===== src/design/stall_prof_pkg.sv =====
/* Stall reason encoding, reason bit vector and front-end command opcodes
   shared by the profiler blocks */
package stall_prof_pkg;

  // Encoding order is priority order, the lowest value wins
  typedef enum logic [3:0] {
    // Commit-time and redirect reasons
    e_mispredict   = 4'd0,
    e_exception    = 4'd1,
    e_itlb_miss    = 4'd2,
    e_dtlb_miss    = 4'd3,
    e_dc_miss      = 4'd4,
    // Fetch reasons
    e_ic_miss      = 4'd5,
    e_fe_cmd       = 4'd6,
    e_fe_cmd_fence = 4'd7,
    e_br_ovr       = 4'd8,
    // Issue hazards
    e_control_haz  = 4'd9,
    e_data_haz     = 4'd10,
    e_struct_haz   = 4'd11,
    e_long_haz     = 4'd12,
    // Nothing flagged for the lost cycle
    e_unknown      = 4'd13
  } stall_reason_e;

  // Real reasons only, e_unknown has no bit
  localparam int num_reasons_c = 13;

  // Bit i flags the reason encoded as i
  typedef logic [num_reasons_c-1:0] stall_vec_t;

  // Front-end command opcodes as seen by the profiler
  typedef enum logic [1:0] {
    e_cmd_attaboy    = 2'd0,
    e_cmd_redirect   = 2'd1,
    e_cmd_mispredict = 2'd2,
    e_cmd_other      = 2'd3
  } fe_cmd_op_e;

endpackage


===== src/design/fe_stall_track.sv =====
/* Fetch stage 1 and stage 2 stall reason registers */
module fe_stall_track
  (
    input  logic                       clk_i,
    input  logic                       reset_i,
    input  logic                       fe_cmd_v_i,
    input  stall_prof_pkg::fe_cmd_op_e fe_cmd_op_i,
    input  logic                       br_ovr_i,
    input  logic                       ic_miss_i,
    input  logic                       icache_tl_we_i,
    input  logic                       icache_tv_we_i,
    output stall_prof_pkg::stall_vec_t fe_stall_o
  );

  import stall_prof_pkg::*;

  stall_vec_t cmd_vec;
  stall_vec_t s1_r;
  stall_vec_t s1_n;
  stall_vec_t s2_r;
  stall_vec_t s2_n;

  // Reasons raised by an accepted command
  always_comb
  begin
    cmd_vec = '0;
    if (fe_cmd_v_i)
    begin
      case (fe_cmd_op_i)
        e_cmd_mispredict: cmd_vec[e_mispredict] = 1'b1;
        e_cmd_redirect,
        e_cmd_other:      cmd_vec[e_fe_cmd] = 1'b1;
        // attaboy only confirms a prediction
        default:          cmd_vec = '0;
      endcase
    end
  end

  always_comb
  begin
    // Tag lookup write starts a fresh fetch in stage 1
    s1_n = icache_tl_we_i ? '0 : s1_r;
    s1_n = s1_n | cmd_vec;
    s1_n[e_br_ovr] = s1_n[e_br_ovr] | br_ovr_i;

    // Stage 2 advances on tag verify, holds otherwise
    s2_n = icache_tv_we_i ? s1_r : s2_r;
    s2_n = s2_n | cmd_vec;
    s2_n[e_ic_miss] = s2_n[e_ic_miss] | ic_miss_i;
  end

  always_ff @(posedge clk_i)
  begin
    if (reset_i)
    begin
      s1_r <= '0;
      s2_r <= '0;
    end
    else
    begin
      s1_r <= s1_n;
      s2_r <= s2_n;
    end
  end

  assign fe_stall_o = s2_r;

  // One command names at most one fetch reason
  cmd_one_reason_a : assert property (@(posedge clk_i) disable iff (reset_i)
    fe_cmd_v_i |-> $onehot0({cmd_vec[e_mispredict], cmd_vec[e_fe_cmd]}));

endmodule


===== src/design/isd_hazard_classify.sv =====
/* Issue stage hazard reasons and mispredict suppression flag */
module isd_hazard_classify
  (
    input  logic                       clk_i,
    input  logic                       reset_i,
    input  logic                       mispredict_i,
    input  logic                       suppress_iss_i,
    input  logic                       clear_iss_i,
    input  logic                       data_haz_i,
    input  logic                       control_haz_i,
    input  logic                       struct_haz_i,
    input  logic                       long_haz_i,
    input  logic                       mem_haz_i,
    output stall_prof_pkg::stall_vec_t isd_stall_o
  );

  import stall_prof_pkg::*;

  logic       mispredict_r;
  stall_vec_t isd_vec;

  // Pending mispredict, held until the issue queue is cleared
  always_ff @(posedge clk_i)
  begin
    if (reset_i)
    begin
      mispredict_r <= 1'b0;
    end
    else if (mispredict_i)
    begin
      mispredict_r <= 1'b1;
    end
    else if (clear_iss_i)
    begin
      mispredict_r <= 1'b0;
    end
  end

  always_comb
  begin
    isd_vec = '0;

    // Suppressed issue is charged to the redirect behind it
    isd_vec[e_mispredict]   = mispredict_i | (suppress_iss_i & mispredict_r);
    isd_vec[e_fe_cmd_fence] = suppress_iss_i & ~mispredict_r;

    isd_vec[e_control_haz]  = control_haz_i;
    isd_vec[e_data_haz]     = data_haz_i;
    isd_vec[e_struct_haz]   = struct_haz_i;
    isd_vec[e_long_haz]     = long_haz_i;

    // Memory pipe busy means an outstanding D$ miss
    isd_vec[e_dc_miss]      = mem_haz_i;
  end

  assign isd_stall_o = isd_vec;

  // Set and clear of the flag come from different pipeline events
  flag_set_clr_a : assert property (@(posedge clk_i) disable iff (reset_i)
    mispredict_i |-> !clear_iss_i);

endmodule


===== src/design/stall_attrib.sv =====
/* Issue and execute stage reason pipeline with commit events,
   priority encode and registered stall reason */
module stall_attrib
  (
    input  logic                          clk_i,
    input  logic                          reset_i,
    input  stall_prof_pkg::stall_vec_t    fe_stall_i,
    input  stall_prof_pkg::stall_vec_t    isd_stall_i,
    input  logic                          fe_queue_empty_i,
    input  logic                          instret_i,
    input  logic                          freeze_i,
    input  logic                          exception_i,
    input  logic                          itlb_miss_i,
    input  logic                          dtlb_miss_i,
    input  logic                          dc_miss_i,
    input  logic                          commit_ic_miss_i,
    input  logic                          retire_mispredict_i,
    output logic                          stall_v_o,
    output stall_prof_pkg::stall_reason_e stall_reason_o
  );

  import stall_prof_pkg::*;

  stall_vec_t    commit_vec;
  stall_vec_t    fe_sel;
  stall_vec_t    s3_r;
  stall_vec_t    s4_r;
  stall_vec_t    s5_r;
  stall_vec_t    s3_n;
  stall_vec_t    s4_n;
  stall_vec_t    s5_n;
  stall_vec_t    enc_vec;
  stall_reason_e enc_reason;
  logic          stall_v_r;
  stall_reason_e stall_reason_r;

  // Events reported at commit, charged to every execute stage
  always_comb
  begin
    commit_vec = '0;
    commit_vec[e_mispredict] = retire_mispredict_i;
    commit_vec[e_exception]  = exception_i;
    commit_vec[e_itlb_miss]  = itlb_miss_i;
    commit_vec[e_dtlb_miss]  = dtlb_miss_i;
    commit_vec[e_dc_miss]    = dc_miss_i;
    commit_vec[e_ic_miss]    = commit_ic_miss_i;
  end

  always_comb
  begin
    // Fetch reasons only matter when issue has nothing to take
    fe_sel = fe_queue_empty_i ? fe_stall_i : '0;

    s3_n = fe_sel | isd_stall_i | commit_vec;
    s4_n = s3_r | commit_vec;
    s5_n = s4_r | commit_vec;

    enc_vec = s5_r | commit_vec;
  end

  always_ff @(posedge clk_i)
  begin
    if (reset_i)
    begin
      s3_r <= '0;
      s4_r <= '0;
      s5_r <= '0;
    end
    else
    begin
      s3_r <= s3_n;
      s4_r <= s4_n;
      s5_r <= s5_n;
    end
  end

  // Lowest set bit wins, nothing set maps to unknown
  always_comb
  begin
    enc_reason = e_unknown;
    for (int i = num_reasons_c - 1; i >= 0; i--)
    begin
      if (enc_vec[i])
      begin
        enc_reason = stall_reason_e'(i);
      end
    end
  end

  always_ff @(posedge clk_i)
  begin
    if (reset_i)
    begin
      stall_v_r <= 1'b0;
    end
    else
    begin
      stall_v_r <= ~instret_i & ~freeze_i;
    end
  end

  always_ff @(posedge clk_i)
  begin
    stall_reason_r <= enc_reason;
  end

  assign stall_v_o      = stall_v_r;
  assign stall_reason_o = stall_reason_r;

  // Histogram indexes by this value
  reason_range_a : assert property (@(posedge clk_i) disable iff (reset_i)
    stall_reason_o inside {[e_mispredict:e_unknown]});

endmodule


===== src/design/stall_hist.sv =====
/* Saturating lost-cycle counters per stall reason with read select */
module stall_hist
  #(
    parameter int cnt_width_p = 16
  )
  (
    input  logic                          clk_i,
    input  logic                          reset_i,
    input  logic                          stall_v_i,
    input  stall_prof_pkg::stall_reason_e stall_reason_i,
    input  stall_prof_pkg::stall_reason_e count_sel_i,
    output logic [cnt_width_p-1:0]        count_o
  );

  import stall_prof_pkg::*;

  // One counter per encoding, e_unknown included
  logic [cnt_width_p-1:0] cnt_r [0:num_reasons_c];

  for (genvar i = 0; i <= num_reasons_c; i++)
  begin : g_cnt
    logic inc;

    // Hold at all ones once full
    assign inc = stall_v_i && (stall_reason_i == stall_reason_e'(i)) && (cnt_r[i] != '1);

    always_ff @(posedge clk_i)
    begin
      if (reset_i)
      begin
        cnt_r[i] <= '0;
      end
      else if (inc)
      begin
        cnt_r[i] <= cnt_r[i] + 1'b1;
      end
    end

    cnt_monotonic_a : assert property (@(posedge clk_i) disable iff (reset_i)
      cnt_r[i] >= $past(cnt_r[i]));
  end

  assign count_o = cnt_r[count_sel_i];

endmodule


===== src/design/core_stall_profiler.sv =====
/* Stall profiler top: front-end tracker, issue classifier,
   attribution pipeline and histogram */
module core_stall_profiler
  #(
    parameter int cnt_width_p = 16
  )
  (
    input  logic                          clk_i,
    input  logic                          reset_i,
    // Front end
    input  logic                          fe_cmd_v_i,
    input  stall_prof_pkg::fe_cmd_op_e    fe_cmd_op_i,
    input  logic                          br_ovr_i,
    input  logic                          ic_miss_i,
    input  logic                          icache_tl_we_i,
    input  logic                          icache_tv_we_i,
    // Issue
    input  logic                          fe_queue_empty_i,
    input  logic                          mispredict_i,
    input  logic                          suppress_iss_i,
    input  logic                          clear_iss_i,
    input  logic                          data_haz_i,
    input  logic                          control_haz_i,
    input  logic                          struct_haz_i,
    input  logic                          long_haz_i,
    input  logic                          mem_haz_i,
    // Commit
    input  logic                          instret_i,
    input  logic                          exception_i,
    input  logic                          itlb_miss_i,
    input  logic                          dtlb_miss_i,
    input  logic                          dc_miss_i,
    input  logic                          commit_ic_miss_i,
    input  logic                          retire_mispredict_i,
    input  logic                          freeze_i,
    input  stall_prof_pkg::stall_reason_e count_sel_i,
    output logic                          stall_v_o,
    output stall_prof_pkg::stall_reason_e stall_reason_o,
    output logic [cnt_width_p-1:0]        count_o
  );

  import stall_prof_pkg::*;

  stall_vec_t fe_stall;
  stall_vec_t isd_stall;

  fe_stall_track u_fe_stall_track
    (
      .clk_i          (clk_i),
      .reset_i        (reset_i),
      .fe_cmd_v_i     (fe_cmd_v_i),
      .fe_cmd_op_i    (fe_cmd_op_i),
      .br_ovr_i       (br_ovr_i),
      .ic_miss_i      (ic_miss_i),
      .icache_tl_we_i (icache_tl_we_i),
      .icache_tv_we_i (icache_tv_we_i),
      .fe_stall_o     (fe_stall)
    );

  isd_hazard_classify u_isd_hazard_classify
    (
      .clk_i          (clk_i),
      .reset_i        (reset_i),
      .mispredict_i   (mispredict_i),
      .suppress_iss_i (suppress_iss_i),
      .clear_iss_i    (clear_iss_i),
      .data_haz_i     (data_haz_i),
      .control_haz_i  (control_haz_i),
      .struct_haz_i   (struct_haz_i),
      .long_haz_i     (long_haz_i),
      .mem_haz_i      (mem_haz_i),
      .isd_stall_o    (isd_stall)
    );

  stall_attrib u_stall_attrib
    (
      .clk_i               (clk_i),
      .reset_i             (reset_i),
      .fe_stall_i          (fe_stall),
      .isd_stall_i         (isd_stall),
      .fe_queue_empty_i    (fe_queue_empty_i),
      .instret_i           (instret_i),
      .freeze_i            (freeze_i),
      .exception_i         (exception_i),
      .itlb_miss_i         (itlb_miss_i),
      .dtlb_miss_i         (dtlb_miss_i),
      .dc_miss_i           (dc_miss_i),
      .commit_ic_miss_i    (commit_ic_miss_i),
      .retire_mispredict_i (retire_mispredict_i),
      .stall_v_o           (stall_v_o),
      .stall_reason_o      (stall_reason_o)
    );

  // Histogram sees the same registered reason as the outputs
  stall_hist #(
      .cnt_width_p (cnt_width_p)
    ) u_stall_hist
    (
      .clk_i          (clk_i),
      .reset_i        (reset_i),
      .stall_v_i      (stall_v_o),
      .stall_reason_i (stall_reason_o),
      .count_sel_i    (count_sel_i),
      .count_o        (count_o)
    );

endmodule


===== config.mk =====
export PLATFORM = sky130hd
export DESIGN_NAME = core_stall_profiler
export DESIGN_NICKNAME = d
export VERILOG_FILES = /design/src/design/stall_prof_pkg.sv /design/src/design/fe_stall_track.sv /design/src/design/isd_hazard_classify.sv /design/src/design/stall_attrib.sv /design/src/design/stall_hist.sv /design/src/design/core_stall_profiler.sv
export SDC_FILE = /design/constraint.sdc
export NUM_CORES = 1
export LEC_CHECK = 0
export BUFFER_PORTS_ARGS = -buffer_cell sky130_fd_sc_hd__buf_2
export CAP_MARGIN = 10
export CORE_AREA = 10 10 183 219
export DETAILED_ROUTE_END_ITERATION = 7
export DIE_AREA = 0 0 193 229
export PLACE_DENSITY = 0.71
export SYNTH_ARGS = -nofsm -noshare
export SYNTH_HDL_FRONTEND = slang
export SYNTH_SLANG_ARGS = --single-unit
export TNS_END_PERCENT = 10

===== constraint.sdc =====
create_clock -name clk_i -period 4.94 [get_ports clk_i]
set_clock_uncertainty 0.15 [all_clocks]
set_input_delay 0.988 -clock clk_i [delete_from_list [all_inputs] [get_ports clk_i]]
set_output_delay 0.988 -clock clk_i [all_outputs]
set_load 0.005 [all_outputs]

After elaboration in Yosys (flattened, before gate mapping). Memories as Yosys holds them, arrays and structs flattened. Cells that the tools add are included.

Register bits: 71. RAM bits: 224. Bits of input ports: 30. Word-level logic and storage cells: 198. Memories: 1.

Add/sub/neg operators: 14. Equality and inequality tests: 30. Mux-type cells: 78. Bitwise operators: 30. Reduce and logical (&&, ||, !) cells: 34.

Memories: u_stall_hist.cnt_r (words 14, bits a word 16, read ports 15, clocked after Yosys merged registers in 0, write ports 14, RTL line stall_hist.sv:18) `logic [cnt_width_p-1:0] cnt_r [0:num_reasons_c];`.

Operators by type and width (number): adder 16 x 1 -> 16 bit (second input constant) (14); 2-to-1 mux 16 bit (14); != test 16 bit (second input constant) (14); bitwise OR 13 x 6 -> 13 bit (4); 2-to-1 mux 1 bit (50); 2-to-1 mux 13 bit (3); logical AND 1 bit (28); bitwise OR 13 x 7 -> 13 bit (2); equality test 4 bit (second input constant) (6); 2-to-1 mux 3 bit (8); bitwise OR 1 bit (17); equality test 4 x 3 -> 1 bit (second input constant) (4); bitwise OR 13 bit (1); equality test 4 x 2 -> 1 bit (second input constant) (2); OR reduction 8 bit (1); 2-to-1 mux 7 bit (1); equality test 2 bit (second input constant) (2); equality test 4 x 1 -> 1 bit (second input constant) (1); zero test 4 bit (1); 2-to-1 mux 2 bit (2); OR reduction 2 bit (2); OR reduction 4 bit (1); AND 1 bit (3); inverter 1 bit (3); other kinds (2) (2).

Logic depth before layout (Yosys ltp).
Depth after elaboration: 13. Mapped depth: 7. Gate-level depth less buffers: 5.

By module. Synthesis repeated with hierarchy kept, for this count alone.

Cell total of the unflattened synthesis: 1476. Area, all modules: 15692.6 sq um.

By module, submodules not included: stall_hist (instances 1, cells an instance 1280, area an instance 13838.3 sq um, sequential area each 6726.5 sq um); stall_attrib (instances 1, cells an instance 142, area an instance 1396.3 sq um, sequential area each 880.8 sq um); fe_stall_track (instances 1, cells an instance 35, area an instance 319.1 sq um, sequential area each 140.1 sq um); isd_hazard_classify (instances 1, cells an instance 19, area an instance 138.9 sq um, sequential area each 20.0 sq um).

Worst setup path before layout. OpenSTA, ideal clock, no wires.

Path type: input to output. Start: in count_sel_i[0]. End: out count_o[8]. Data arrival time: 2213 ps. Required time: 3802 ps. Slack: 1589 ps. Stages on the path: 5. Buffers on the path: 2. Cells stage by stage: buf_6 -> buf_6 -> mux4_4 -> a211oi_1 -> a21oi_1.

Cells in the longest elaborated chain, start to end: 1.

Ends and longest elaborated chain: start: declaration (RTL line core_stall_profiler.sv:36) `input stall_prof_pkg::stall_reason_e count_sel_i,`; memory read (14 x 16 bit); end: declaration (RTL line core_stall_profiler.sv:39) `output logic [cnt_width_p-1:0] count_o`.

Every way passes these cells.

Worst setup path after layout.
Start: in count_sel_i[0]. End: out count_o[9].

Same word-level chain as after synthesis.

==> impl_metrics.env <==
export IMPL_status="finished, final reports clean"
export IMPL_period_share_pct=83.8
export IMPL_critical_path_top_delay_family="buffers and inverters"
export IMPL_cp_cell_sequence="buf_4 > buf_4 > mux4_2 > mux2i_1 > a21oi_1 > buf_2"
export IMPL_final_setup_tns_ps=0
export IMPL_synth_edf_count=224
export IMPL_finalNetCount=1516
export IMPL_chipHeight_microns=229
export IMPL_ir_worst_vdd_mv=0.289
export IMPL_cp_required_ps=3800
export IMPL_syn_nets=1483
export IMPL_r2r_cells=4
export IMPL_core_sq_mm=0.0357
export IMPL_path_clk_slew_ps=70
export IMPL_routed_wirelength_microns=41200
export IMPL_power_per_cell_area_mw_per_mm2=315
export IMPL_vias_per_cell=5.89
export IMPL_place_congestion=0.989
export IMPL_drv_slew=0
export IMPL_h_tree_depth=1
export IMPL_via_count=11564
export IMPL_crit_path_max_incr_delay_ps=570
export IMPL_cts_resized=0
export IMPL_grt_overflow_total=0
export IMPL_min_period_ps=4140
export IMPL_worstSetupPathType="in2out"
export IMPL_holdCritStartpoint="u_stall_attrib.s3_r[7]"
export IMPL_grt_total_usage_pct=18.3
export IMPL_syn_inst=1439
export IMPL_drive_gt1_share_pct=13.4
export IMPL_ant_nets=0
export IMPL_route_met3_wl_microns=2800
export IMPL_drc_errors=0
export IMPL_critPathSlowestCell="mux4_2"
export IMPL_cts_root_buffer="clkbuf_16"
export IMPL_cp_max_fo=33
export IMPL_wl_met2_microns=19700
export IMPL_drt_met1_wl_microns=16100
export IMPL_r2r_end="u_stall_hist.cnt_r[5][5]"
export IMPL_grt_pass1_vias=11223
export IMPL_cts_hold_buf=0
export IMPL_die_w_microns=193
export IMPL_cts_buffers=29
export IMPL_design_area_sq_mm=0.0174
export IMPL_wire_per_inst_microns=21.0
export IMPL_clock_latency_ps=580
export IMPL_yosysSeqAreaShare_pct=49.1
export IMPL_setup_violations=0
export IMPL_clockBufferDepth=3
export IMPL_r2r_slack_ps=2280
export IMPL_ys_types=66
export IMPL_fmax_ghz=0.242
export IMPL_postCtsSetupBuffers=0
export IMPL_layout_setup_ws_ps=800
export IMPL_io_buffer_count=50
export IMPL_path_buf_inv=3
export IMPL_maxSlewHeadroom_pct=45.1
export IMPL_drt_pass1_iterations=5
export IMPL_r2r_start="u_stall_attrib.stall_reason_o[2]"
export IMPL_rsz0062_at_grt="false"
export IMPL_end_kind="primary output"
export IMPL_area_delta_synth_final_pct=9.73
export IMPL_pin_count=51
export IMPL_synth_main_ff_cell="edfxtp_1"
export IMPL_rows=76
export IMPL_cts_tree="yes"
export IMPL_die_area_sq_mm=0.0442
export IMPL_p_leak_nw=5.75
export IMPL_mostFrequentLayoutCells="nor2_1, edfxtp_1, xnor2_1"
export IMPL_whs_path_depth=1
export IMPL_cts_sink_count=276
export IMPL_synth_area_per_cell_sq_um=11.0
export IMPL_syn_area_sq_mm=0.0158
export IMPL_antenna_found_initial=3
export IMPL_start_util_pct=44.4
export IMPL_layout_commonest_cell="nor2_1"
export IMPL_drtIter0Drc=850
export IMPL_ys_ff_latch=276
export IMPL_async_flop_share_pct=0
export IMPL_yosysWarningCount=0
export IMPL_arrival_ps=3000
export IMPL_startpoint_type="primary input"
export IMPL_pre_cts_ws_ps=808
export IMPL_maxCapViolCount=0
export IMPL_timing_final_hold_violations=0
export IMPL_dp_hpwl_microns=30100
export IMPL_highest_layer="met5"
export IMPL_worst_path_most_repeated_cell="buf_4"
export IMPL_tightest_slew_ps=817
export IMPL_min_to="u_stall_attrib.s4_r[7]"
export IMPL_min_path_type="reg2reg"
export IMPL_placed_area_sq_mm=0.0163
export IMPL_grt_first_pass_wirelength_microns=63800
export IMPL_grt_max_degree=59
==> metrics by stage <==
stage                     total power (W)  util, %  hold WS, ps  cells
after floorplan                   0.00300        -          261   1439
after global placement            0.00315     45.8          265   1909
after detailed placement          0.00316     45.8          274   1909
after CTS                         0.00551     48.7          286   1962
after global routing              0.00565     48.7          302   1963
final                             0.00547     48.7          283   1963
==> registers in the layout, indices dropped and copies added (netlist names) <==
signal and cells:
u_fe_stall_track.fe_stall_o 4, u_fe_stall_track.s1_r 3, u_isd_hazard_classify.mispredict_r 1, u_stall_attrib.s3_r 13, u_stall_attrib.s4_r 13, u_stall_attrib.s5_r 13
u_stall_attrib.stall_reason_o 4, u_stall_attrib.stall_v_o 1, u_stall_hist.cnt_r 224
==> cells by family after synthesis <==
group           synth area share, %
buf+inv                        3.42
simple gates                   22.3
fa+ha+maj                      1.11
compound gates                 3.90
xor+xnor                       10.7
mux                            9.45
flops                          49.1
==> report_power, final <==
group          internal [W]  leakage, nW  switching (W)  total [W]
logic              0.000170         2.49       0.000201   0.000371
clock network       0.00138        0.516       0.000975    0.00236
registers           0.00260         2.74       0.000143    0.00274
==> synth_stat cells, types with 4 or more instances <==
library cell / number / area, sq um
dfxtp_1: 52 / 1040
and3b_1: 4 / 35.0
nor3_1: 31 / 155
ha_1: 14 / 175
a21oi_1: 27 / 135
buf_2: 12 / 60.1
nand3_1: 83 / 415
inv_1: 40 / 150
xnor2_1: 124 / 1090
clkbuf_1: 14 / 52.6
nand2_1: 59 / 221
mux4_1: 12 / 315
nand3b_1: 4 / 30.0
mux2i_1: 21 / 210
nand2b_1: 5 / 31.3
xor2_1: 70 / 613
nor4_1: 50 / 313
nor2_1: 292 / 1100
buf_4: 11 / 82.6
nor2b_1: 42 / 263
and2_1: 6 / 37.5
buf_6: 13 / 146
a31o_2: 12 / 105
or4_1: 4 / 30.0
mux2_2: 14 / 158
and4_1: 11 / 96.3
nand4_2: 8 / 100
edfxtp_1: 224 / 6730
mux4_2: 35 / 788
a31oi_1: 4 / 25.0
and3_1: 15 / 93.8
a211oi_1: 17 / 128
nand4_1: 62 / 388
==> per-layer routing <==
metal / up-vias / track usage (%)
met5: - / 0
li1: 5365 / -
met2: 459 / 30.1
met1: 5603 / 22.1
met4: 4 / 10.9
met3: 133 / 2.83
==> how the worst max path moves through the flow <==
stage                     slack [ps]     endpoint            from  cells past startpoint
after detailed placement         810   count_o[9]  count_sel_i[0]                      6
final                            800   count_o[9]  count_sel_i[0]                      6
after CTS                        800   count_o[9]  count_sel_i[0]                      6
after global placement           870  count_o[15]  count_sel_i[0]                      6
after global routing             630  count_o[15]  count_sel_i[0]                      6
after floorplan                 1590   count_o[8]  count_sel_i[0]                      5
==> cell type report <==
type	count	area, sq um
fillers	3252	18300
flip-flops and latches	276	7770
multi-input cells	1068	7520
clock buffers	37	841
well taps	468	586
repair buffers	57	305
clock inverters	16	198
inverters	40	150
diodes	1	2.50
(Power assumes the default switching activity.)
